[config.mk]
export PLATFORM = sky130hd
export DESIGN_NAME = dwnld_ctrl
export DESIGN_NICKNAME = d
export VERILOG_FILES = /design/src/hdl/dwnld_ctrl.sv
export SDC_FILE = /design/constraint.sdc
export NUM_CORES = 1
export LEC_CHECK = 0
export BUFFER_PORTS_ARGS = -buffer_cell sky130_fd_sc_hd__buf_2
export CORE_AREA = 2 2 39 41
export DETAILED_ROUTE_END_ITERATION = 12
export DIE_AREA = 0 0 41 43
export GPL_TIMING_DRIVEN = 0
export SYNTH_ARGS = -nofsm -noshare
export SYNTH_HDL_FRONTEND = slang
export SYNTH_SLANG_ARGS = --single-unit
[constraint.sdc]
create_clock -name clk -period 1.15 [get_ports clk]
set_clock_uncertainty 0.15 [all_clocks]
set_input_delay 0.115 -clock clk [delete_from_list [all_inputs] [get_ports clk]]
set_output_delay 0.115 -clock clk [all_outputs]
set_load 0.05 [all_outputs]
[src/hdl/dwnld_ctrl.sv]
/*
 * Download control
 * routes loader strobes to SDRAM or PROM, holds the SDRAM request until ack,
 * and flags the end of a download
 */

`default_nettype none

module dwnld_ctrl (
    input  wire logic clk,
    input  wire logic rst_n,
    input  wire logic downloading,
    input  wire logic ioctl_wr,
    input  wire logic is_prom,
    input  wire logic sdram_ack,
    output logic      load,
    output logic      prog_we,
    output logic      prom_we,
    output logic      dwnld_done
);

    // a strobe only counts while the download level is high
    logic accept;
    // download level seen on the previous cycle
    logic dl_prev;

    ///////////////////////////////////////////////////////////////////////
    // strobe qualification

    assign accept = ioctl_wr && downloading;

    // load goes straight to the formatter register
    // so the port is valid on the cycle after the strobe
    assign load = accept && !is_prom;

    ///////////////////////////////////////////////////////////////////////
    // SDRAM write request

    // a new byte while the request is pending simply reloads the port
    // and the request stays up, the loader is expected to pace itself
    always_ff @(posedge clk) begin
        if (!rst_n) begin
            prog_we <= 1'b0;
        end else if (load) begin
            prog_we <= 1'b1;
        end else if (sdram_ack || !downloading) begin
            // dropped on the cycle after the ack, or when the download is cut
            prog_we <= 1'b0;
        end
    end

    ///////////////////////////////////////////////////////////////////////
    // PROM write pulse

    // one pulse per PROM byte, in step with the PROM's own input register
    always_ff @(posedge clk) begin
        if (!rst_n) begin
            prom_we <= 1'b0;
        end else begin
            prom_we <= accept && is_prom;
        end
    end

    ///////////////////////////////////////////////////////////////////////
    // end of download

    // falling edge of the download level gives a single done pulse
    always_ff @(posedge clk) begin
        if (!rst_n) begin
            dl_prev    <= 1'b0;
            dwnld_done <= 1'b0;
        end else begin
            dl_prev    <= downloading;
            dwnld_done <= dl_prev && !downloading;
        end
    end

endmodule

`default_nettype wire

==> results of run 1 <==
## stage by stage
step | power, uW | util (%)
after floorplan | 174 | -
after detailed placement | 188 | 14.5
after CTS | 378 | 19.0
final | 374 | 19.0
after global routing | 399 | 19.0
after global placement | 188 | 14.5
## sequential cells by signal (all words and copies together), names as in the netlist
signal,flops
dl_prev,1
dwnld_done,1
prog_we,1
prom_we,1
## kinds of logic (layout without fill, tap and decap cells)
group	Yosys count	count (layout)	share of synthesized area, %
and+or+nand+nor	6	6	28.3
DFF	4	4	60.4
buffers and inverters	1	17	2.83
AOI/OAI and AO/OA	1	1	8.49
## Yosys cell counts
master / instances
sky130_fd_sc_hd__a21boi_2: 1
sky130_fd_sc_hd__and2_4: 1
sky130_fd_sc_hd__and3_1: 2
sky130_fd_sc_hd__dfxtp_1: 4
sky130_fd_sc_hd__inv_1: 1
sky130_fd_sc_hd__nand2b_1: 2
sky130_fd_sc_hd__nor2_1: 1
## worst paths after layout
check        slack (ps)    endpoint
max reg2reg         430     prog_we
max                  40     prom_we
min reg2reg         320  dwnld_done
min                  10     prog_we
## power groups by stage
stage	clock, uW	sequential (uW)	combinational (uW)
finish	178	146	50.7
global route	198	146	54.7
CTS	181	145	51.1
detailed placement	0	148	40.8
global placement	0	147	40.1
floorplan	0	158	15.6
## final cells by class
class	instances	area, um2	share of cell area (%)
clock buffer	3	22.5	8.57
multi-input combinational	7	51.3	19.5
tap	16	20.0	7.62
sequential	4	80.1	30.5
inverter	1	3.75	1.43
timing repair buffer	13	85.1	32.4
## worst register-to-register path, delay by kind of cell (launching register included)
kind / cells / cell delay (ps)
compound gates: 1 / 130
flops: 1 / 310
simple gates: 1 / 70
## routing by layer
layer  part of all wire (%)  wire, um  GRT usage (%)  vias to the layer above
met5                      0         0              0                        -
met4                    7.3        24           12.0                        0
met3                     12        40           3.14                        4
met2                     51       168           6.88                       10
met1                     29        97           2.55                       63
li1                       -         -              -                       70
==> results.yml, run 1 <==
critical_path:
  cp-startpoint: "rst_n"
  critical_path_start_type: "primary input"
  chain_of_cells_forming_the_critical_path: "dlygate4sd3_1, buf_2, and2_4, and3_1"
  rr_worst_depth: 2
  required_time_at_the_worst_slack_endpoint_ps: 1130
  cp.depth: 4
  crit_reg_reg_startpoint: "prog_we"
  critPathMaxFanout: 3
  path_buf_inv: 2
  end_kind: "flip-flop"
  critical-path-max-stage-delay_ps: 530
  cp_slowest_cell: "sky130_fd_sc_hd__dlygate4sd3_1"
  critPathTopFamily: "buffers and inverters"
  timing.critical_path.arrival_ps: 1090
  worst-setup-path-type: "primary input to flip-flop"
power_and_ir_drop:
  power.switching_uw: 88.9
  static_leak_uw: 0.000133
  power.share.combinational_pct: 13.5
  seq_power_share_pct: 38.9
  intPower_uw: 286
  power_frac_clock_pct: 47.6
  power.switching_fraction_pct: 23.7
  p_per_cell_area_nw_per_um2: 1430
  ir_worst_vdd_v: 0.000122
placement:
  dpl_worst_slack_ps: 144
  place.detailed.instances: 37
  gp_congestion: 0.418
  port-buffer-count: 9
  placement.cell_area_um2: 200
synth:
  yosys_register_bits: 4
  synthesis.nets: 18
  syn-cell-area_um2: 133
  area_fraction_of_the_dominant_cell_type_after_synthesis_pct: 60.4
  synthesis.instances: 12
  yosysSeqAreaShare_pct: 60.4
  yosys.cell_types.count: 7
  synthesis.yosys.warnings: 0
  synth_area_per_cell_um2: 11.1
  synthDominantAreaCellType: "sky130_fd_sc_hd__dfxtp_1"
  synthTopCellsByArea: "sky130_fd_sc_hd__dfxtp_1, sky130_fd_sc_hd__and3_1, sky130_fd_sc_hd__nand2b_1, sky130_fd_sc_hd__a21boi_2, sky130_fd_sc_hd__and2_4"
detailed_routing:
  remaining_drc_errors: 0
  postRouteWirelength_um: 331
  via_density: 3.34
  drtAntennaViolNets: 0
  detail_route.first_pass.iterations: 1
  routedWlPerCell_um: 7.52
  via_count: 147
  detailedRoute.firstIterationViolations: 0
layout:
  fillers: 157
  area_overhead_vs_synth_pct: 98.1
  n_antenna_cell: 0
  post-route-cell-area_um2: 263
  final_common_cell: "sky130_fd_sc_hd__buf_2"
  final_nets: 36
  finalNonFillerCells: 44
  drive_above_1_share_pct: 53.6
  layout_common_cells: "sky130_fd_sc_hd__buf_2, sky130_fd_sc_hd__dfxtp_1, sky130_fd_sc_hd__dlygate4sd3_1"
cts:
  cts-root-buf: "sky130_fd_sc_hd__clkbuf_4"
  clock_h_tree_levels: 1
  cts.reportedPaths.clkPinSlew_ps: 40
  tritoncts_clock_tree: "yes"
  cts-hold-fix-buffers: 4
  cts_post_setup_buffers_inserted: 0
  clock_latency_ps: 240
  clk_path_buf_depth: 2
  cts_made_buffers: 3
  cts-resized-gates: 0
  cts_num_sinks: 4
sta:
  final.setup.worst_slack_ps: 42.8
  period_share_pct: 96.3
  post-route-min-period_ps: 1110
  worst-slew-pin-transition_ps: 249
  worst_slew_margin_relative_to_its_limit_pct: 83.5
  fmax_mhz: 903
  final.setup.tns_ps: 0
  setup_violations: 0
  fin_hold_ws_ps: 12.4
  finalHoldViolCount: 0
  grt_setup_unrepaired: "false"
  final_max_slew_viol_count: 0
hold_path:
  hold_start: "sdram_ack"
  min_path_cells: 3
  hold_path.class: "primary input to flip-flop"
global_route:
  grt_start_max_net_pins: 4
  antenna_found_initial: 0
  global_route.overflow_total: 0
  track_usage_pct: 5.41
  grt_pass1_wl_um: 503
  first_global_vias: 158
floorplan:
  floorplan.initialDensity_pct: 9.58
  placeableCoreArea_um2: 1380
  die_outline_area_um2: 1760
  top_level_ports: 10
  die_x_um: 41
  num_rows: 14
  die_h_um: 43
outcome:
  outcome: "completed"
flow_run:
  max_cap_violations: 0
(Power assumes the default switching activity.)
==> run 2, diff against run 1 <==
--- a/config.mk
+++ b/config.mk
@@ -10,6 +10,7 @@
 export DETAILED_ROUTE_END_ITERATION = 12
 export DIE_AREA = 0 0 41 43
 export GPL_TIMING_DRIVEN = 0
+export HOLD_SLACK_MARGIN = 0.06
 export SYNTH_ARGS = -nofsm -noshare
 export SYNTH_HDL_FRONTEND = slang
 export SYNTH_SLANG_ARGS = --single-unit
==> run 2 against run 1 <==
Clock power fell by 3%. Wire length increased by 8.5%. Sequential power barely moved. Worst setup slack improved by 37 ps. Combinational power increased by 16%. Register-to-register slack barely moved. Sequential share of layout area decreased by 3.1 points. First-iteration DRC count stayed put. Die area unchanged. Critical path type is now flip-flop to primary output. Critical endpoint is now prog_we. Largest cell class unchanged. Largest power group unchanged.
==> results.yml, run 2 (synthesis results as in run 1) <==
outcome:
  outcome: "completed"
layout:
  finish.utilization_pct: 21.2
  n_antenna_cell: 0
  layout_common_cells: "sky130_fd_sc_hd__buf_2, sky130_fd_sc_hd__dlygate4sd3_1, sky130_fd_sc_hd__dfxtp_1"
  area_overhead_vs_synth_pct: 121
  final_common_cell: "sky130_fd_sc_hd__buf_2"
  fillers: 156
  final_nets: 39
  drive_above_1_share_pct: 48.4
floorplan:
  die_h_um: 43
  die_outline_area_um2: 1760
  placeableCoreArea_um2: 1380
  die_x_um: 41
  floorplan.initialDensity_pct: 9.58
  top_level_ports: 10
  num_rows: 14
power_and_ir_drop:
  static_leak_uw: 0.000146
  ir_worst_vdd_v: 0.000122
  p_per_cell_area_nw_per_um2: 1290
global_route:
  first_global_vias: 177
  global_route.overflow_total: 0
  grt_pass1_wl_um: 538
  antenna_found_initial: 0
  grt_start_max_net_pins: 4
  track_usage_pct: 5.71
detailed_routing:
  detailedRoute.firstIterationViolations: 0
  via_count: 153
  detail_route.first_pass.iterations: 1
  via_density: 3.26
  drtAntennaViolNets: 0
  routedWlPerCell_um: 7.64
  postRouteWirelength_um: 359
  remaining_drc_errors: 0
cts:
  cts_post_setup_buffers_inserted: 0
  cts_made_buffers: 3
  tritoncts_clock_tree: "yes"
  clk_path_buf_depth: 2
  cts_num_sinks: 4
  clock_latency_ps: 230
  clock_h_tree_levels: 1
  cts-resized-gates: 0
  cts-root-buf: "sky130_fd_sc_hd__clkbuf_4"
  cts.reportedPaths.clkPinSlew_ps: 40
hold_path:
  hold_path.class: "primary input to flip-flop"
  min_path_cells: 3
critical_path:
  cp_slowest_cell: "sky130_fd_sc_hd__dfxtp_1"
  worst_setup_path_endpoint: "prog_we"
  required_time_at_the_worst_slack_endpoint_ps: 880
  rr_worst_depth: 2
  critical-path-max-stage-delay_ps: 310
  path_buf_inv: 1
  critical_path.reg2reg.endpoint: "prog_we"
  end_kind: "primary output"
  critPathMaxFanout: 2
  cp.depth: 1
  timing.critical_path.arrival_ps: 810
  crit_reg_reg_startpoint: "prog_we"
  register_to_register_path_setup_slack_ps: 420
  critical_path_start_type: "flip-flop"
  cp-startpoint: "prog_we"
  chain_of_cells_forming_the_critical_path: "buf_2"
  critPathTopFamily: "flip-flops"
  worst-setup-path-type: "flip-flop to primary output"
sta:
  post-route-min-period_ps: 1070
  fmax_mhz: 934
  worst-slew-pin-transition_ps: 250
  fin_hold_ws_ps: 119
  finalHoldViolCount: 0
  worst_slew_margin_relative_to_its_limit_pct: 83.4
  final_max_slew_viol_count: 0
  grt_setup_unrepaired: "false"
  period_share_pct: 93.1
  final.setup.tns_ps: 0
  setup_violations: 0
placement:
  gp_congestion: 0.418
  port-buffer-count: 9
flow_run:
  max_cap_violations: 0
run 2: worst min path at each step:
stage                     start      end  slack [ps]
floorplan              ioctl_wr  prom_we         110
global placement       ioctl_wr  prom_we         210
detailed placement     ioctl_wr  prom_we         220
CTS                    ioctl_wr  prog_we          60
global route        downloading  prog_we         120
finish              downloading  prog_we         120
run 2: final cells by class:
cell class                      count  area, um2  share of cell area (%)
Multi-Input combinational cell      7       51.3                    17.5
Sequential cell                     4       80.1                    27.4
Timing Repair Buffer               16        115                    39.3
Tap cell                           16       20.0                    6.84
Inverter                            1       3.75                    1.28
Clock buffer                        3       22.5                    7.69
run 2: power by group:
part	total (uW)	internal (uW)	switching, uW
clock network	173	117	56.3
registers	145	144	1.16
logic	58.7	31.0	27.8
total	377	292	85.3
run 2: per-stage QoR:
step	setup slack, ps	total power [uW]	instances	instance area, um2
3_5_place_dp	144	188	37	200
6_report	79.7	377	47	293
5_1_grt	24.5	408	47	293
3_3_place_gp	148	188	37	200
2_1_floorplan	70.7	174	12	135
4_1_cts	68.7	382	46	283
run 2: layer usage:
metal / global-route usage, % / part of all wire [%] / vias up
met5: 0 / 0 / -
met4: 12.0 / 2.5 / 0
met3: 3.14 / 6.4 / 2
met2: 8.44 / 59 / 6
met1: 1.91 / 31 / 69
li1: - / - / 76
run 2: timing repair:
item                       CTS  global route
setup endpoints to repair    0             0
hold buffers                 6             1
hold endpoints to repair     4             1
