<file path="src/include/dwnld_defs.svh">
/*
 * ROM download address map shared by the download path
 * byte addresses of the bank starts and of the PROM region in the loader stream
 */

`ifndef DWNLD_DEFS_SVH
`define DWNLD_DEFS_SVH

// width of the byte address coming from the loader
`define DWNLD_AW        25

// bank 0 always starts at byte zero, so only banks 1 to 3 need a start
`define DWNLD_BA1_START 25'h010_0000
`define DWNLD_BA2_START 25'h020_0000
`define DWNLD_BA3_START 25'h030_0000

// everything from here upwards goes to the on-chip PROM and not to SDRAM
// the PROM must sit above the last bank start
`define DWNLD_PROM_START 25'h040_0000

`endif

</file>
<file path="src/hdl/dwnld_pkg.sv">
/*
 * ROM download package
 * address map, widths and the types passed between the download blocks
 */

`default_nettype none

package dwnld_pkg;

    `include "dwnld_defs.svh"

    ///////////////////////////////////////////////////////////////////////
    // address map

    localparam int unsigned DWNLD_AW = `DWNLD_AW;
    localparam int unsigned PROG_AW  = 22;
    // 1024 bytes of PROM
    localparam int unsigned PROM_AW  = 10;

    localparam logic [DWNLD_AW-1:0] BA1_START  = `DWNLD_BA1_START;
    localparam logic [DWNLD_AW-1:0] BA2_START  = `DWNLD_BA2_START;
    localparam logic [DWNLD_AW-1:0] BA3_START  = `DWNLD_BA3_START;
    localparam logic [DWNLD_AW-1:0] PROM_START = `DWNLD_PROM_START;

    ///////////////////////////////////////////////////////////////////////
    // types

    // the same destination word is an SDRAM word address or a PROM byte index
    typedef union packed {
        logic [PROG_AW-1:0] sdram;
        struct packed {
            logic [PROG_AW-PROM_AW-1:0] pad;
            logic [PROM_AW-1:0]         idx;
        } prom;
    } dwnld_dest_u;

    // one byte of the stream after address decoding
    typedef struct packed {
        logic        is_prom;
        logic [1:0]  bank;
        dwnld_dest_u dest;
        logic        odd;
        logic [7:0]  data;
    } dwnld_byte_t;

    // SDRAM programming port, mask is active low with bit 1 for data[15:8]
    typedef struct packed {
        logic [PROG_AW-1:0] addr;
        logic [15:0]        data;
        logic [1:0]         mask;
        logic [1:0]         ba;
    } prog_port_t;

endpackage

`default_nettype wire

</file>
<file path="src/hdl/dwnld_bank_map.sv">
/*
 * Download address decoder
 * splits a loader byte address into PROM region or SDRAM bank plus offset
 */

`default_nettype none

module dwnld_bank_map import dwnld_pkg::*; (
    input  wire logic [DWNLD_AW-1:0] ioctl_addr,
    input  wire logic [7:0]          ioctl_data,
    output dwnld_byte_t              decoded
);

    // start of the region the address falls in
    logic [DWNLD_AW-1:0] base;
    // byte offset from that start
    logic [DWNLD_AW-1:0] offset;
    logic [1:0]          bank;
    logic                is_prom;

    ///////////////////////////////////////////////////////////////////////
    // region and bank selection

    // the regions are checked from the top of the map down
    // so each compare only needs a lower bound
    always_comb begin
        is_prom = 1'b0;
        bank    = 2'd0;
        base    = '0;
        if (ioctl_addr >= PROM_START) begin
            // PROM bytes carry bank 0, the bank is not looked at for them
            is_prom = 1'b1;
            base    = PROM_START;
        end else if (ioctl_addr >= BA3_START) begin
            bank = 2'd3;
            base = BA3_START;
        end else if (ioctl_addr >= BA2_START) begin
            bank = 2'd2;
            base = BA2_START;
        end else if (ioctl_addr >= BA1_START) begin
            bank = 2'd1;
            base = BA1_START;
        end
    end

    assign offset = ioctl_addr - base;

    ///////////////////////////////////////////////////////////////////////
    // decoded byte

    always_comb begin
        decoded         = '0;
        decoded.is_prom = is_prom;
        decoded.bank    = bank;
        decoded.odd     = ioctl_addr[0];
        decoded.data    = ioctl_data;
        if (is_prom) begin
            decoded.dest.prom.idx = offset[PROM_AW-1:0];
        end else begin
            // two bytes per SDRAM word, so drop the byte select bit
            decoded.dest.sdram = offset[PROG_AW:1];
        end
    end

endmodule

`default_nettype wire

</file>
<file path="config.mk">
export PLATFORM = sky130hd
export DESIGN_NAME = dwnld_bank_map
export DESIGN_NICKNAME = d
export VERILOG_FILES = /design/src/hdl/dwnld_pkg.sv /design/src/hdl/dwnld_bank_map.sv
export VERILOG_INCLUDE_DIRS = /design/src /design/src/include
export SDC_FILE = /design/constraint.sdc
export NUM_CORES = 1
export LEC_CHECK = 0
export ABC_AREA = 1
export ABC_CLOCK_PERIOD_IN_PS = 1270
export BUFFER_PORTS_ARGS = -buffer_cell sky130_fd_sc_hd__buf_2
export CAP_MARGIN = 20
export CORE_MARGIN = 4
export CORE_UTILIZATION = 27
export DETAILED_ROUTE_END_ITERATION = 16
export GPL_TIMING_DRIVEN = 0
export PLACE_DENSITY = 0.8
export SYNTH_ARGS = -nofsm -noshare
export SYNTH_HDL_FRONTEND = slang
export SYNTH_SLANG_ARGS = --single-unit
</file>
<file path="constraint.sdc">
create_clock -name vclk -period 1.27
set_clock_uncertainty 0.15 [all_clocks]
set_input_delay 0.0635 -clock vclk [all_inputs]
set_output_delay 0.0635 -clock vclk [all_outputs]
set_load 0.01 [all_outputs]
</file>
==> out/metrics.cfg, run 1 <==
[placed_design]
place_ws_ns = -0.3406
detailed_place_hpwl_mm = 1.287
globalplace.congestion = 0.7040
port_buffers = 59

[die]
core-area_sq_mm = 0.001489
io_pins = 67
rows = 14
die_y_microns = 47.64
die_area_sq_mm = 0.002269
floorplan.initialDensity_pct = 28.49
die-width_microns = 47.64

[synthesis]
syn_area_per_cell_sq_um = 5.581
mappedNetlistArea_sq_um = 424.2
syn_nets = 111
synth.distinct_cells = 12
synth_cells = 76
ys_seq_area_share_pct = 0
ys_warn_count = 0

[outcome]
status = complete, but fails checks
violations = setup timing

[power_and_ir_drop]
p_comb_share_pct = 100.0
cellPowerDensity_mw_per_mm2 = 298.8
p_sw_share_pct = 49.37
clkPwrFrac_pct = 0
irDropWorstVdd_mv = 0.1108
power.total_mw = 0.2322
power.switching_mw = 0.1146
p_int_mw = 0.1175
p_seq_share_pct = 0
leakagePower_nw = 0.5319

[worst_setup_path]
crit_path_cell_trace = buf_6 > nor2_4 > and3_4 > ha_4 > inv_2 > fa_1 > inv_1 > nor2_2 > buf_2
critPathMaxStageDelay_ns = 0.47
cpLargestDelayFamily = adder cells
critical_path_class = input pin to output port
startpoint_type = input pin
path_max_fanout = 2
crit_buf_inv = 4
worstPathRequired_ns = 1.06
arrival_ns = 1.30
cpMaxStageDelayCell = fa_1
cp-end-kind = output port

[routing]
highest_layer = met3
via_per_inst = 4.395
dr_wl_met3_microns = 257
wirelength_mm = 1.483
wl_per_cell_microns = 9.757
met2_wirelength_microns = 746
met1_length_microns = 478
vias = 668
drt_pre_antenna_iters = 4
drt_first_iter_violations = 9
antenna_left = 0
drcViolationCount = 0

[final_layout]
fin_util_pct = 52.18
finish.net_count = 173
syn_to_final_growth_pct = 83.19
seq_cells = 0
clock_buffers = 0
post_route_cells_drive_above_1_share_pct = 67.65
antenna_cells = 0
seqCellArea_sq_um = 0
multiInputGateArea_sq_um = 279.0
num-fill-cells = 158

[grt]
grt.overflow.total = 0
antenna_found_initial = 0
grt_pass1_vias = 534
grt_pass1_wl_mm = 2.021
grtUsageTotal_pct = 11.59
grt_start_max_net_pins = 11

[timing]
drv_slew = 0
max_freq_mhz = 659.6
finalHoldViolations = 0
relSlewSlack_pct = 87.64
setup_ws_ns = -0.2461
period_needed_ns = 1.516
finalSetupViolCount = 2
rsz0062_at_grt = yes
post-route-period-util_pct = 119.4
worst_pin_slew_ns = 0.1854

[worst_hold_path]
worst_hold_path_type = input pin to output port

[job]
drv_cap = 0

[clocking]
holdBufCountCts = 0

-- cells in the mapped netlist --
library cell / count / area (sq um)
inv_1: 14 / 52.55
nor2_2: 12 / 75.07
buf_2: 1 / 5.000
ha_1: 1 / 12.51
nor2_4: 1 / 11.26
buf_6: 2 / 22.52
nand3_1: 11 / 55.05
nand2_1: 20 / 75.07
fa_1: 1 / 20.02
buf_4: 11 / 82.58
nand2_2: 1 / 6.260
and3_1: 1 / 6.260
-- layout by cell type, fill, tap and decap left out --
cell | Yosys | layout
nand2_2 | 1 | 1
buf_6 | 2 | 4
nor2_2 | 12 | 12
inv_1 | 14 | 12
buf_4 | 11 | 12
and3_4 | 0 | 1
ha_4 | 0 | 1
nor2_4 | 1 | 1
buf_2 | 1 | 58
inv_2 | 0 | 2
nand3_1 | 11 | 11
nand2_1 | 20 | 20
fa_1 | 1 | 1
-- routing by layer --
layer  vias to the layer above  track usage, %
met3                         0          0.3759
met4                         0               0
met1                       288           12.56
met2                        45           25.40
li1                        335               -
met5                         -               0
-- path summary, 6_finish.rpt --
kind                           to  cells past startpoint           start  slack, ns
worst max-delay path  decoded[29]                      9  ioctl_addr[23]      -0.25
worst min-delay path   decoded[1]                      2   ioctl_data[1]       0.16
-- power by group through the flow --
stage	Clock (mW)	Sequential (mW)	Combinational, mW
5_1_grt	0	0	0.259
6_report	0	0	0.232
4_1_cts	0	0	0.234
2_1_floorplan	0	0	0.126
3_5_place_dp	0	0	0.228
3_3_place_gp	0	0	0.223
-- cell type report --
| class | instances | area share (%) |
|---|---|---|
| timing repair buffer | 60 | 40.58 |
| buffer | 14 | 14.17 |
| multi-input combinational | 48 | 35.91 |
| inverter | 14 | 6.763 |
| tap | 16 | 2.576 |
-- cells by family after synthesis --
family	synth area share [%]
adders and majority gates	7.669
buffers and inverters	38.35
and+or+nand+nor	53.98
-- metrics by stage --
step	area (sq um)	hold slack [ns]	setup TNS, ns	instances
floorplan	441.7	0.06629	-0.1174	76
global placement	757.0	0.1626	-0.4767	151
detailed placement	757.0	0.1621	-0.5527	151
CTS	770.7	0.1625	-0.3926	152
global route	777.0	0.1659	-0.4724	152
finish	777.0	0.1609	-0.3648	152
-- what timing repair did --
action	4_1_cts	5_1_grt
gates cloned	0	0
pin swaps	2	0
setup endpoints to repair	2	2
setup buffers	1	0
gates resized for setup	3	1
(Power assumes the default switching activity.)
==> run 2, diff against run 1 <==
ABC_AREA = not set   (was 1)
CORE_UTILIZATION = 26   (was 27)
PLACE_DENSITY = 0.92   (was 0.8)
==> out/metrics.cfg, run 2 <==
[synthesis]
ys_top_cells_by_count = buf_4 (10), and2_1 (9), mux2_4 (9), nor2_1 (3)
yosys-top-cells-area = mux2_4 (35%), buf_4 (20%), and2_1 (15%)
yosysMostFrequentCell = buf_4
syn_area_per_cell_sq_um = 8.933
synth_top_area_share_pct = 35.18
syn_nets = 78
ys_warn_count = 0
mappedNetlistArea_sq_um = 384.1
ys_seq_area_share_pct = 0
synth.distinct_cells = 14
synth_cells = 43
synth_top_cell_by_area = mux2_4

[timing]
max_freq_mhz = 605.1
worst_pin_slew_ns = 0.2219
finalSetupViolCount = 11
rsz0062_at_grt = yes
drv_slew = 0
setup_ws_ns = -0.3826
period_needed_ns = 1.653
finalHoldViolations = 0
relSlewSlack_pct = 85.16
post-route-period-util_pct = 130.1

[worst_setup_path]
arrival_ns = 1.44
endpoint = decoded[29]
startpoint_type = input pin
path_max_fanout = 4
startpoint = ioctl_addr[22]
cp-end-kind = output port
worstPathRequired_ns = 1.06
critical_path_class = input pin to output port

[placed_design]
detailed_place_hpwl_mm = 1.111
placedCellCount = 117
port_buffers = 59
place_ws_ns = -0.5188
globalplace.congestion = 0.6005

[grt]
grt.overflow.total = 0
grt_pass1_vias = 417
grtUsageTotal_pct = 10.09
antenna_found_initial = 0
grt_start_max_net_pins = 11
grt_pass1_wl_mm = 1.704

[final_layout]
fin_cells = 119
most-common-layout-cells = buf_2 (56), buf_4 (14), mux2_4 (9)
num-fill-cells = 129
syn_to_final_growth_pct = 96.09
post_route_cells_drive_above_1_share_pct = 87.50
seqCellArea_sq_um = 0
clock_buffers = 0
multiInputGateArea_sq_um = 304.0
finish.net_count = 141
antenna_cells = 0
final_common_cell = buf_2
seq_cells = 0

[die]
floorplan.initialDensity_pct = 28.45
die_area_sq_mm = 0.002156
rows = 13
core-area_sq_mm = 0.001350
die-width_microns = 46.44
io_pins = 67
die_y_microns = 46.44

[power_and_ir_drop]
cellPowerDensity_mw_per_mm2 = 292.6
power.switching_mw = 0.08845
p_seq_share_pct = 0
p_sw_share_pct = 40.13
power.total_mw = 0.2204
clkPwrFrac_pct = 0
leakagePower_nw = 0.4600
irDropWorstVdd_mv = 0.1331
p_comb_share_pct = 100.0
p_int_mw = 0.1320

[routing]
drt_first_iter_violations = 0
drcViolationCount = 0
via_per_inst = 4.252
drt_pre_antenna_iters = 1
antenna_left = 0
wl_per_cell_microns = 10.29
wirelength_mm = 1.224
vias = 506

[outcome]
status = complete, but fails checks
violations = setup timing

[worst_hold_path]
worst_hold_path_type = input pin to output port

[job]
drv_cap = 0

[run 2: logic make-up after synthesis]
logic type	count (synthesis)	synth area share [%]
simple gates	16	26.71
buf+inv	15	26.71
mux	10	38.11
fa+ha+maj	2	8.469
[run 2: power by group through the flow]
stage	Clock (mW)	Sequential, mW	Combinational (mW)
after floorplan	0	0	0.117
after global placement	0	0	0.208
after detailed placement	0	0	0.213
after CTS	0	0	0.222
after global routing	0	0	0.240
final	0	0	0.220
[run 2: critical path, cell delays in order]
cell    delay (ns)
buf_6         0.10
nor3_4        0.24
inv_2         0.09
nor2_4        0.11
ha_4          0.13
inv_2         0.03
fa_1          0.46
and2_4        0.13
buf_6         0.09
[run 2: area by class of cell]
type | instances | area share [%]
Timing Repair Buffer | 62 | 44.68
Buffer | 11 | 10.96
Multi-Input combinational cell | 28 | 40.37
Inverter | 3 | 1.495
Tap cell | 15 | 2.492
[run 2: worst min-delay path by stage]
stage	startpoint	to	cells past startpoint	slack [ns]
floorplan	ioctl_data[0]	decoded[0]	1	0.07
global placement	ioctl_data[1]	decoded[1]	2	0.16
detailed placement	ioctl_data[5]	decoded[5]	2	0.16
CTS	ioctl_data[3]	decoded[3]	2	0.16
global route	ioctl_data[0]	decoded[0]	2	0.17
finish	ioctl_data[3]	decoded[3]	2	0.16
[run 2: metal layers]
metal	track usage [%]	wire length [microns]	vias up
met5	0	0	-
met4	0	0	0
met3	1.172	233	0
met2	22.53	654	42
met1	9.817	336	214
li1	-	-	250
[run 2: what timing repair did]
| action | CTS | global route |
|---|---|---|
| hold buffers | 0 | 0 |
| setup endpoints to repair | 11 | 12 |
| pin swaps | 4 | 3 |
| gates cloned | 0 | 0 |
| buffers inserted | 3 | 1 |
| gates resized for setup | 6 | 3 |
[run 2: stage by stage]
stage | utilization, % | hold WS, ns | TNS [ns] | cell area (sq um)
global placement | 52.46 | 0.1630 | -1.117 | 708.2
floorplan | - | 0.06877 | -0.4382 | 394.1
finish | 55.79 | 0.1606 | -1.019 | 753.2
detailed placement | 52.46 | 0.1623 | -1.354 | 708.2
CTS | 55.05 | 0.1623 | -1.283 | 743.2
global route | 55.79 | 0.1701 | -1.647 | 753.2
