<file path="src/include/dwnld_defs.svh">
/*
 * ROM download address map shared by the download path
 * byte addresses of the bank starts and of the PROM region in the loader stream
 */

`ifndef DWNLD_DEFS_SVH
`define DWNLD_DEFS_SVH

// width of the byte address coming from the loader
`define DWNLD_AW        25

// bank 0 always starts at byte zero, so only banks 1 to 3 need a start
`define DWNLD_BA1_START 25'h010_0000
`define DWNLD_BA2_START 25'h020_0000
`define DWNLD_BA3_START 25'h030_0000

// everything from here upwards goes to the on-chip PROM and not to SDRAM
// the PROM must sit above the last bank start
`define DWNLD_PROM_START 25'h040_0000

`endif

</file>
<file path="src/hdl/dwnld_pkg.sv">
/*
 * ROM download package
 * address map, widths and the types passed between the download blocks
 */

`default_nettype none

package dwnld_pkg;

    `include "dwnld_defs.svh"

    ///////////////////////////////////////////////////////////////////////
    // address map

    localparam int unsigned DWNLD_AW = `DWNLD_AW;
    localparam int unsigned PROG_AW  = 22;
    // 1024 bytes of PROM
    localparam int unsigned PROM_AW  = 10;

    localparam logic [DWNLD_AW-1:0] BA1_START  = `DWNLD_BA1_START;
    localparam logic [DWNLD_AW-1:0] BA2_START  = `DWNLD_BA2_START;
    localparam logic [DWNLD_AW-1:0] BA3_START  = `DWNLD_BA3_START;
    localparam logic [DWNLD_AW-1:0] PROM_START = `DWNLD_PROM_START;

    ///////////////////////////////////////////////////////////////////////
    // types

    // the same destination word is an SDRAM word address or a PROM byte index
    typedef union packed {
        logic [PROG_AW-1:0] sdram;
        struct packed {
            logic [PROG_AW-PROM_AW-1:0] pad;
            logic [PROM_AW-1:0]         idx;
        } prom;
    } dwnld_dest_u;

    // one byte of the stream after address decoding
    typedef struct packed {
        logic        is_prom;
        logic [1:0]  bank;
        dwnld_dest_u dest;
        logic        odd;
        logic [7:0]  data;
    } dwnld_byte_t;

    // SDRAM programming port, mask is active low with bit 1 for data[15:8]
    typedef struct packed {
        logic [PROG_AW-1:0] addr;
        logic [15:0]        data;
        logic [1:0]         mask;
        logic [1:0]         ba;
    } prog_port_t;

endpackage

`default_nettype wire

</file>
<file path="src/hdl/dwnld_prog_fmt.sv">
/*
 * SDRAM programming port formatter
 * registers word address, bank, byte mask and duplicated data for each SDRAM byte
 */

`default_nettype none

module dwnld_prog_fmt import dwnld_pkg::*; (
    input  wire logic        clk,
    input  wire logic        rst_n,
    input  wire logic        load,
    input  wire dwnld_byte_t decoded,
    output prog_port_t       prog
);

    // next value of the port, built from the current decode
    prog_port_t prog_nxt;

    ///////////////////////////////////////////////////////////////////////
    // word formatting

    always_comb begin
        prog_nxt.addr = decoded.dest.sdram;
        prog_nxt.ba   = decoded.bank;
        // the byte is placed on both halves
        // the SDRAM side picks the half through the mask
        prog_nxt.data = {2{decoded.data}};
        // active low mask with bit 1 for the upper half
        // odd bytes land in the upper half, even bytes in the lower
        if (decoded.odd) begin
            prog_nxt.mask = 2'b01;
        end else begin
            prog_nxt.mask = 2'b10;
        end
    end

    ///////////////////////////////////////////////////////////////////////
    // output register

    // load only comes for accepted SDRAM bytes
    // so PROM bytes and idle cycles leave the port alone
    always_ff @(posedge clk) begin
        if (!rst_n) begin
            prog <= '0;
        end else if (load) begin
            prog <= prog_nxt;
        end
    end

endmodule

`default_nettype wire

</file>
<file path="config.mk">
export PLATFORM = sky130hd
export DESIGN_NAME = dwnld_prog_fmt
export DESIGN_NICKNAME = d
export VERILOG_FILES = /design/src/hdl/dwnld_pkg.sv /design/src/hdl/dwnld_prog_fmt.sv
export VERILOG_INCLUDE_DIRS = /design/src /design/src/include
export SDC_FILE = /design/constraint.sdc
export NUM_CORES = 1
export LEC_CHECK = 0
export BUFFER_PORTS_ARGS = -buffer_cell sky130_fd_sc_hd__buf_2
export CAP_MARGIN = 10
export CELL_PAD_IN_SITES_DETAIL_PLACEMENT = 0
export CELL_PAD_IN_SITES_GLOBAL_PLACEMENT = 1
export CORE_ASPECT_RATIO = 0.6
export CORE_MARGIN = 2
export CORE_UTILIZATION = 31
export DETAILED_ROUTE_END_ITERATION = 16
export PLACE_DENSITY = 0.75
export SKIP_CTS_REPAIR_TIMING = 1
export SKIP_LAST_GASP = 1
export SYNTH_ARGS = -nofsm -noshare
export SYNTH_HDL_FRONTEND = slang
export SYNTH_SLANG_ARGS = --single-unit
</file>
<file path="constraint.sdc">
create_clock -name clk -period 0.9 [get_ports clk]
set_input_delay 0.09 -clock clk [delete_from_list [all_inputs] [get_ports clk]]
set_output_delay 0.09 -clock clk [all_outputs]
set_load 0.05 [all_outputs]
</file>
==> reports/summary.txt, run 1 <==
Die area = 0.004985 sq mm
Wire length reported by the detailed router = 3026 um
Run status = complete, no violations
Nets@finish = 226
Number of instances in the synthesized netlist = 117
H-tree depth reported by CTS = 2
Final clock period utilization by the worst path = 99.60%
Area of the multi-input gates = 546.8 sq um
Clock latency at the later pin of the worst-skew pair = 0.27 ns
Worst-case clock buffer depth = 2
I/O Buffers = 77
Filler cell count in the final layout = 401
Commonest non-fill, non-tap cell in the layout = sky130_fd_sc_hd__buf_2
Peak clock frequency supported by timing = 1116 MHz
Setup TNS = 0 ns
Area of the mapped netlist = 0.001370 sq mm
Final Skew = 0 ns
Starting density of the core = 32.88%
Register bit count reported by yosys = 34
Crit path largest cell delay = 0.34 ns
Final Power = 0.003702 W
Post-detailed-route DRC marker count = 0
Setup violators final = 0
Die extent in y = 55.50 um
HPWL Detailed = 2063 um
Number of vias per cell = 4.173
Type of the most critical hold path = in -> reg
# rows = 18
Final Max Slew Viols = 0
Initial antenna violation count = 0
Required time worst endpoint = 0.81 ns
Iteration-0 DRC Markers = 16
Average routed wire per standard cell = 12.20 um
CTS root buf = sky130_fd_sc_hd__clkbuf_8
Cells along the critical path = buf_4
Fraction of power consumed by sequential logic = 45.4%
Ratio of cells with drive above 1 in the final layout = 63.30%
Internal portion of total power = 0.002591 W
Proportion of power drawn by combinational gates = 25.8%
Unrepaired setup endpoints after global routing = true
Post-Synthesis Net Count = 154
Largest net degree at the start of global routing = 35
Overall overflow remaining after global route = 0
Maximum fanout count along the critical path = 3
First-pass GRT wire length = 4623 um
Clock transition at the registers of the reported paths = 0.06 ns
Warnings from Yosys = 0
Leak Pwr = 1.015 nW
Area added between synthesis and finish = 56.62%
Clock group share of total power = 28.8%
Critical-path top delay cell = sky130_fd_sc_hd__dfxtp_2
Clock Sinks = 34
Chip Width = 89.83 um
Count of pins on the block boundary = 79
Power per Cell Area = 1725 mW/mm^2
Total area of sequential cells = 734.5 sq um
Final worst-path setup slack = 0.003591 ns
Count of antenna-violating nets left after detailed routing = 0
Worst Setup Slack post-DPL = 0.06021 ns
Worst slew margin relative to its limit = 68.69%
Max-Cap Viols = 0
Period minus WS final = 0.8964 ns
Count of TritonRoute iterations in the first routing pass = 2
Placeable Area = 0.004167 sq mm
Worst Setup Path Type = reg -> out
Reported net switching power = 0.001110 W
VDD IR max = 0.8318 mV
Critical path's top delay family = flip-flops
CP Launch Type = flip-flop
Combined buffer and inverter count along the critical path = 1
Placer's final routability congestion estimate = 0.6499
CTS tree = done
Register name with the most flops = prog
Registers with the highest flip-flop counts = prog (34)
Antenna cell count = 0
Hold violation total from the final report = 0
Yosys cell types = 9
Largest register FFs = 34
Number of buffers created by CTS = 5
Final instance count without filler cells = 248
Number of placed instances with taps included = 242
Fin Hold WS = 0.009980 ns
Fraction of power spent switching nets = 29.99%
Critical path arrival = 0.81 ns
Element type at the critical path end = primary output
Transition at the pin with the smallest max-transition slack = 0.4696 ns
Vias = 1035
Sequential area share after synthesis = 49.68%
Overall track demand over capacity in global routing = 11.68%
Commonest non-fill, non-tap cells in the layout = sky130_fd_sc_hd__buf_2 (35), sky130_fd_sc_hd__mux2i_1 (33), sky130_fd_sc_hd__nor2b_1 (33)
Vias in the first global route = 1002
Average footprint of a synthesized cell = 11.71 sq um
## cell families after synthesis
group                  count (synthesis)  share of synthesized area (%)
buffers and inverters                 15                          10.41
AND/OR/NAND/NOR                       33                          15.07
AO/OA/AOI/OAI                          2                         0.7299
flip-flops                            34                          49.68
multiplexers                          33                          24.11
## power groups by stage
stage	Sequential, W	Clock [W]	Combinational [W]
5_1_grt	0.00169	0.00118	0.00100
4_1_cts	0.00166	0.00112	0.000819
2_1_floorplan	0.00201	0	0.000325
3_3_place_gp	0.00169	0	0.000810
3_5_place_dp	0.00169	0	0.000818
6_report	0.00168	0.00107	0.000954
## per-stage QoR
stage          utilization (%)  instance area (sq um)
2_1_floorplan                -                   1411
4_1_cts                  44.62                   1859
6_report                 51.50                   2146
3_5_place_dp             42.64                   1777
5_1_grt                  51.50                   2146
3_3_place_gp             42.64                   1777
## per-layer routing
metal | global-route usage (%) | routed length [um] | up-vias
met3 | 5.457 | 260 | 4
met4 | 4.615 | 16 | 0
met2 | 18.94 | 1534 | 42
li1 | - | - | 516
met5 | 0 | 0 | -
met1 | 13.52 | 1214 | 473
## final timing paths
kind / startpoint / endpoint / slack (ns) / cells past startpoint
worst max-delay path: prog[18] / prog[18] / 0.004 / 1
worst min-delay path: decoded[8] / prog[3] / 0.01 / 2
worst max register to register: prog[15] / prog[15] / 0.23 / 2
worst min register to register: prog[2] / prog[2] / 0.51 / 2
## worst reg2reg max path, stage by stage, from the launching register on
cell	delay, ns
sky130_fd_sc_hd__dfxtp_4	0.36
sky130_fd_sc_hd__mux2i_1	0.13
sky130_fd_sc_hd__nor2b_1	0.07
## synthesized netlist by cell type (all sizes together)
library cell,number,area share [%]
a21oi,1,0.36
buf,12,9.6
clkbuf,3,0.82
dfxtp,34,50
mux2i,33,24
nor2b,33,15
o21ai,1,0.36
## cell type report
class                      count  share of cell area, %
timing repair buffer          80                  32.94
sequential                    34                  34.23
tap                           60                  3.499
clock buffer                   6                  3.848
multi-input combinational     68                  25.48
(Power assumes the default switching activity.)
==> run 2, diff against run 1 <==
CORE_MARGIN = default   (was 2)
CORE_UTILIZATION = 30   (was 31)
CTS_BUF_LIST = sky130_fd_sc_hd__clkbuf_8   (was default)
PLACE_DENSITY = 0.76   (was 0.75)
clock period = 0.8 ns   (was 0.9 ns; I/O delays follow)
==> reports/summary.txt, run 2 (synthesized netlist as in run 1, its figures left out) <==
Count of antenna-violating nets left after detailed routing = 0
Final Power = 0.004298 W
Type of the most critical hold path = in -> reg
Average routed wire per standard cell = 12.82 um
Detailed route wirelength on metal3 = 223 um
CTS tree = done
First-pass GRT wire length = 4319 um
Reg2reg setup slack = 0.07 ns
Max-Cap Viols = 0
Critical-path top delay cell = sky130_fd_sc_hd__dfxtp_4
Nets@finish = 228
Largest net degree at the start of global routing = 25
Clock latency at the later pin of the worst-skew pair = 0.28 ns
CP Launch Type = flip-flop
Critical Path Start = prog[18]
Count of TritonRoute iterations in the first routing pass = 2
Iteration-0 DRC Markers = 17
Die extent in y = 54.35 um
Crit path largest cell delay = 0.37 ns
Area of the multi-input gates = 546.8 sq um
Final Skew = 0 ns
Register name with the most flops = prog
Count of pins on the block boundary = 79
VDD IR max = 0.7429 mV
Critical path capture point = prog[10]
Setup violators final = 42
Unrepaired setup endpoints after global routing = true
Power per Cell Area = 1902 mW/mm^2
Fin Hold WS = 0.05787 ns
Wire length reported by the detailed router = 3231 um
Critical path arrival = 0.80 ns
Run status = complete, but fails checks
Filler cell count in the final layout = 418
H-tree depth reported by CTS = 2
Worst Setup Slack post-DPL = -0.08392 ns
Top routing layer in use = met4
Final clock period utilization by the worst path = 110.3%
Worst Setup Path Type = reg -> out
Element type at the critical path end = primary output
Period minus WS final = 0.8826 ns
Capturing point of the worst reg2reg path = prog[36]
Hold violation total from the final report = 0
Post-detailed-route DRC marker count = 0
Total number of cells along the worst setup path = 1
Final worst-path setup slack = -0.08264 ns
Cells along the critical path = buf_6
Chip Width = 89.25 um
Area added between synthesis and finish = 64.93%
Largest register FFs = 34
Crit Reg-Reg Startpoint = prog[36]
# rows = 18
Leak Pwr = 1.058 nW
Met1 routed wirelength after detailed routing = 1352 um
I/O Buffers = 77
Combined buffer and inverter count along the critical path = 1
Starting density of the core = 32.36%
Maximum fanout count along the critical path = 3
Worst Reg-to-Reg Cells = 3
Antenna cell count = 0
Total area of sequential cells = 743.2 sq um
Number of vias per cell = 4.179
Vias in the first global route = 975
Overall track demand over capacity in global routing = 12.52%
Vias = 1053
Registers with the highest flip-flop counts = prog (34)
Critical path's top delay family = flip-flops
Die area = 0.004850 sq mm
Peak clock frequency supported by timing = 1133 MHz
CTS root buf = sky130_fd_sc_hd__clkbuf_8
Clock transition at the registers of the reported paths = 0.07 ns
Violated checks = negative setup slack
Placeable Area = 0.004234 sq mm
Placer's final routability congestion estimate = 0.7099
Required time worst endpoint = 0.72 ns
Ratio of cells with drive above 1 in the final layout = 63.54%
Final Max Slew Viols = 0
HPWL Detailed = 2191 um
Commonest non-fill, non-tap cell in the layout = sky130_fd_sc_hd__buf_2
Worst-case clock buffer depth = 2
Transition at the pin with the smallest max-transition slack = 0.2348 ns
Commonest non-fill, non-tap cells in the layout = sky130_fd_sc_hd__buf_2 (35), sky130_fd_sc_hd__mux2i_1 (33), sky130_fd_sc_hd__nor2b_1 (33)
Clock Sinks = 34
Met2 Routed Length = 1617 um
Number of buffers created by CTS = 5
Worst slew margin relative to its limit = 84.34%
Initial antenna violation count = 0
Overall overflow remaining after global route = 0
==> run 2: changes by cell type in the layout (fill, tap and decap cells not counted), sizes merged <==
cell / previous run / this run
buf: 80 / 81
clkinv: 0 / 1
dlygate4sd3: 0 / 1
inv: 0 / 1
==> run 2: final cells by class <==
| cell class | instances | area share (%) |
|---|---|---|
| Sequential cell | 34 | 32.89 |
| Clock buffer | 6 | 3.654 |
| Multi-Input combinational cell | 68 | 24.20 |
| Clock inverter | 2 | 0.3876 |
| Timing Repair Buffer | 82 | 35.55 |
| Tap cell | 60 | 3.322 |
==> run 2: through the flow <==
step / utilization (%) / cell area, sq um / cells / TNS, ns
6_report: 53.37 / 2260 / 252 / -2.538
5_1_grt: 53.37 / 2260 / 252 / -3.944
4_1_cts: 44.56 / 1887 / 250 / -6.802
3_5_place_dp: 42.41 / 1795 / 242 / -0.8848
3_3_place_gp: 42.41 / 1795 / 242 / -0.06596
2_1_floorplan: - / 1430 / 117 / -0.008526
==> run 2: power breakdown <==
part           total, W  switching [W]  internal, W
clock           0.00127       0.000585     0.000681
combinational   0.00113       0.000635     0.000495
sequential      0.00190      0.0000984      0.00180
total           0.00430        0.00132      0.00298
==> run 2: worst min path at each step <==
stage                            from  endpoint  cells after the start
after floorplan            decoded[8]   prog[3]                      1
after global placement     decoded[8]   prog[3]                      2
after detailed placement   decoded[8]   prog[3]                      2
after CTS                  decoded[8]   prog[3]                      2
after global routing       decoded[2]  prog[14]                      3
final                     decoded[27]  prog[38]                      3
==> run 2: layer usage <==
layer	vias up	global-route usage, %
li1	520	-
met1	482	14.16
met2	45	20.23
met3	6	4.525
met4	0	8.730
met5	-	0
==> run 3, diff against run 2 <==
GPL_TIMING_DRIVEN = 0   (was default)
PLACE_DENSITY = 0.75   (was 0.76)
==> reports/summary.txt, run 3 (synthesized netlist as in run 1, its figures left out) <==
Run status = complete, but fails checks
Violated checks = negative setup slack
Registers with the highest flip-flop counts = prog (34)
Critical Path Start = prog[18]
Largest register FFs = 34
Power per Cell Area = 1800 mW/mm^2
Overall overflow remaining after global route = 0
Placeable Area = 0.004234 sq mm
Final worst-path setup slack = -0.1556 ns
Proportion of power drawn by combinational gates = 28.4%
Area of the multi-input gates = 546.8 sq um
Crit Reg-Reg Startpoint = prog[3]
Placer's final routability congestion estimate = 0.7323
Clock transition at the registers of the reported paths = 0.06 ns
Commonest non-fill, non-tap cells in the layout = sky130_fd_sc_hd__buf_2 (34), sky130_fd_sc_hd__mux2i_1 (33), sky130_fd_sc_hd__nor2b_1 (33)
Count of antenna-violating nets left after detailed routing = 0
Commonest non-fill, non-tap cell in the layout = sky130_fd_sc_hd__buf_2
H-tree depth reported by CTS = 2
Final design area excluding fillers = 0.002355 sq mm
Clock latency at the later pin of the worst-skew pair = 0.27 ns
Met2 Routed Length = 1910 um
Die area = 0.004850 sq mm
Vias = 1107
Detailed route wirelength on metal3 = 209 um
Required time worst endpoint = 0.72 ns
Top routing layer in use = met4
Final clock period utilization by the worst path = 119.5%
Fraction of power spent switching nets = 30.87%
Final Skew = 0 ns
Critical path arrival = 0.88 ns
Post-detailed-route DRC marker count = 0
Period minus WS final = 0.9556 ns
CP Launch Type = flip-flop
Leak Pwr = 1.113 nW
Clock Sinks = 34
Clock group share of total power = 26.9%
Hold violation total from the final report = 0
Area added between synthesis and finish = 71.87%
Nets@finish = 239
Vias in the first global route = 1046
Startpoint of the lowest-slack hold path = decoded[1]
Worst-case clock buffer depth = 2
Unrepaired setup endpoints after global routing = true
Die extent in y = 54.35 um
VDD IR max = 0.9880 mV
Ratio of cells with drive above 1 in the final layout = 63.05%
Worst Setup Path Type = reg -> out
Chip Width = 89.25 um
Type of the most critical hold path = in -> reg
Count of TritonRoute iterations in the first routing pass = 3
Setup violators final = 42
Internal portion of total power = 0.002930 W
Met1 routed wirelength after detailed routing = 1283 um
Average routed wire per standard cell = 13.05 um
HPWL Detailed = 2403 um
Final instance count without filler cells = 263
Total area of sequential cells = 740.7 sq um
Cell Area, Placed = 0.001886 sq mm
Transition at the pin with the smallest max-transition slack = 0.3819 ns
Fin Hold WS = 0.06237 ns
Wire length reported by the detailed router = 3432 um
Max-Cap Viols = 0
Register name with the most flops = prog
Number of placed instances with taps included = 253
Antenna cell count = 0
Count of pins on the block boundary = 79
Iteration-0 DRC Markers = 3
Overall track demand over capacity in global routing = 13.36%
Maximum fanout count along the critical path = 3
Largest net degree at the start of global routing = 11
# rows = 18
Fraction of power consumed by sequential logic = 44.7%
Worst slew margin relative to its limit = 74.54%
CTS tree = done
I/O Buffers = 76
Reported net switching power = 0.001308 W
Final Max Slew Viols = 0
Number of buffers created by CTS = 5
Element type at the critical path end = primary output
Number of vias per cell = 4.209
First-pass GRT wire length = 4705 um
Filler cell count in the final layout = 357
Peak clock frequency supported by timing = 1046 MHz
Starting density of the core = 32.36%
Initial antenna violation count = 0
CTS root buf = sky130_fd_sc_hd__clkbuf_8
-- run 3: final cells by class --
type,count,area share (%)
tap,60,3.188
multi-input combinational,68,23.22
sequential,34,31.46
timing repair buffer,78,31.40
buffer,15,7.333
clock inverter,3,0.4782
clock buffer,5,2.922
-- run 3: final timing paths --
path	slack, ns	endpoint	cells past startpoint
hold / removal	0.06	prog[13]	3
setup / recovery	-0.16	prog[18]	2
hold reg to reg	0.53	prog[28]	2
setup reg to reg	0.07	prog[3]	3
-- run 3: through the flow --
step                util [%]   TNS [ns]  worst slack (ns)  power, W
global route           55.61     -4.723           -0.1959  0.004464
global placement       44.53  -0.006977         -0.006977  0.002843
finish                 55.61     -3.081           -0.1556  0.004237
floorplan                  -  -0.008526         -0.008526  0.002616
CTS                    46.42     -7.230           -0.2702  0.004033
detailed placement     44.53    -0.2041          -0.06366  0.002869
-- run 3: metal layers --
metal | global-route usage [%] | vias to the layer above
met3 | 5.430 | 4
met1 | 14.35 | 524
met2 | 23.92 | 35
met4 | 5.556 | 0
li1 | - | 544
met5 | 0 | -
-- run 3: power groups by stage --
| stage | Clock, W | Combinational (W) | Sequential [W] |
|---|---|---|---|
| floorplan | 0 | 0.000366 | 0.00225 |
| global placement | 0 | 0.000956 | 0.00189 |
| detailed placement | 0 | 0.000975 | 0.00189 |
| CTS | 0.00120 | 0.000975 | 0.00186 |
| global route | 0.00130 | 0.00126 | 0.00191 |
| finish | 0.00114 | 0.00120 | 0.00190 |
-- run 3: critical path: stages (launching register included) --
cell and delay, ns:
sky130_fd_sc_hd__dfxtp_4 0.35, sky130_fd_sc_hd__buf_6 0.11, sky130_fd_sc_hd__buf_8 0.14
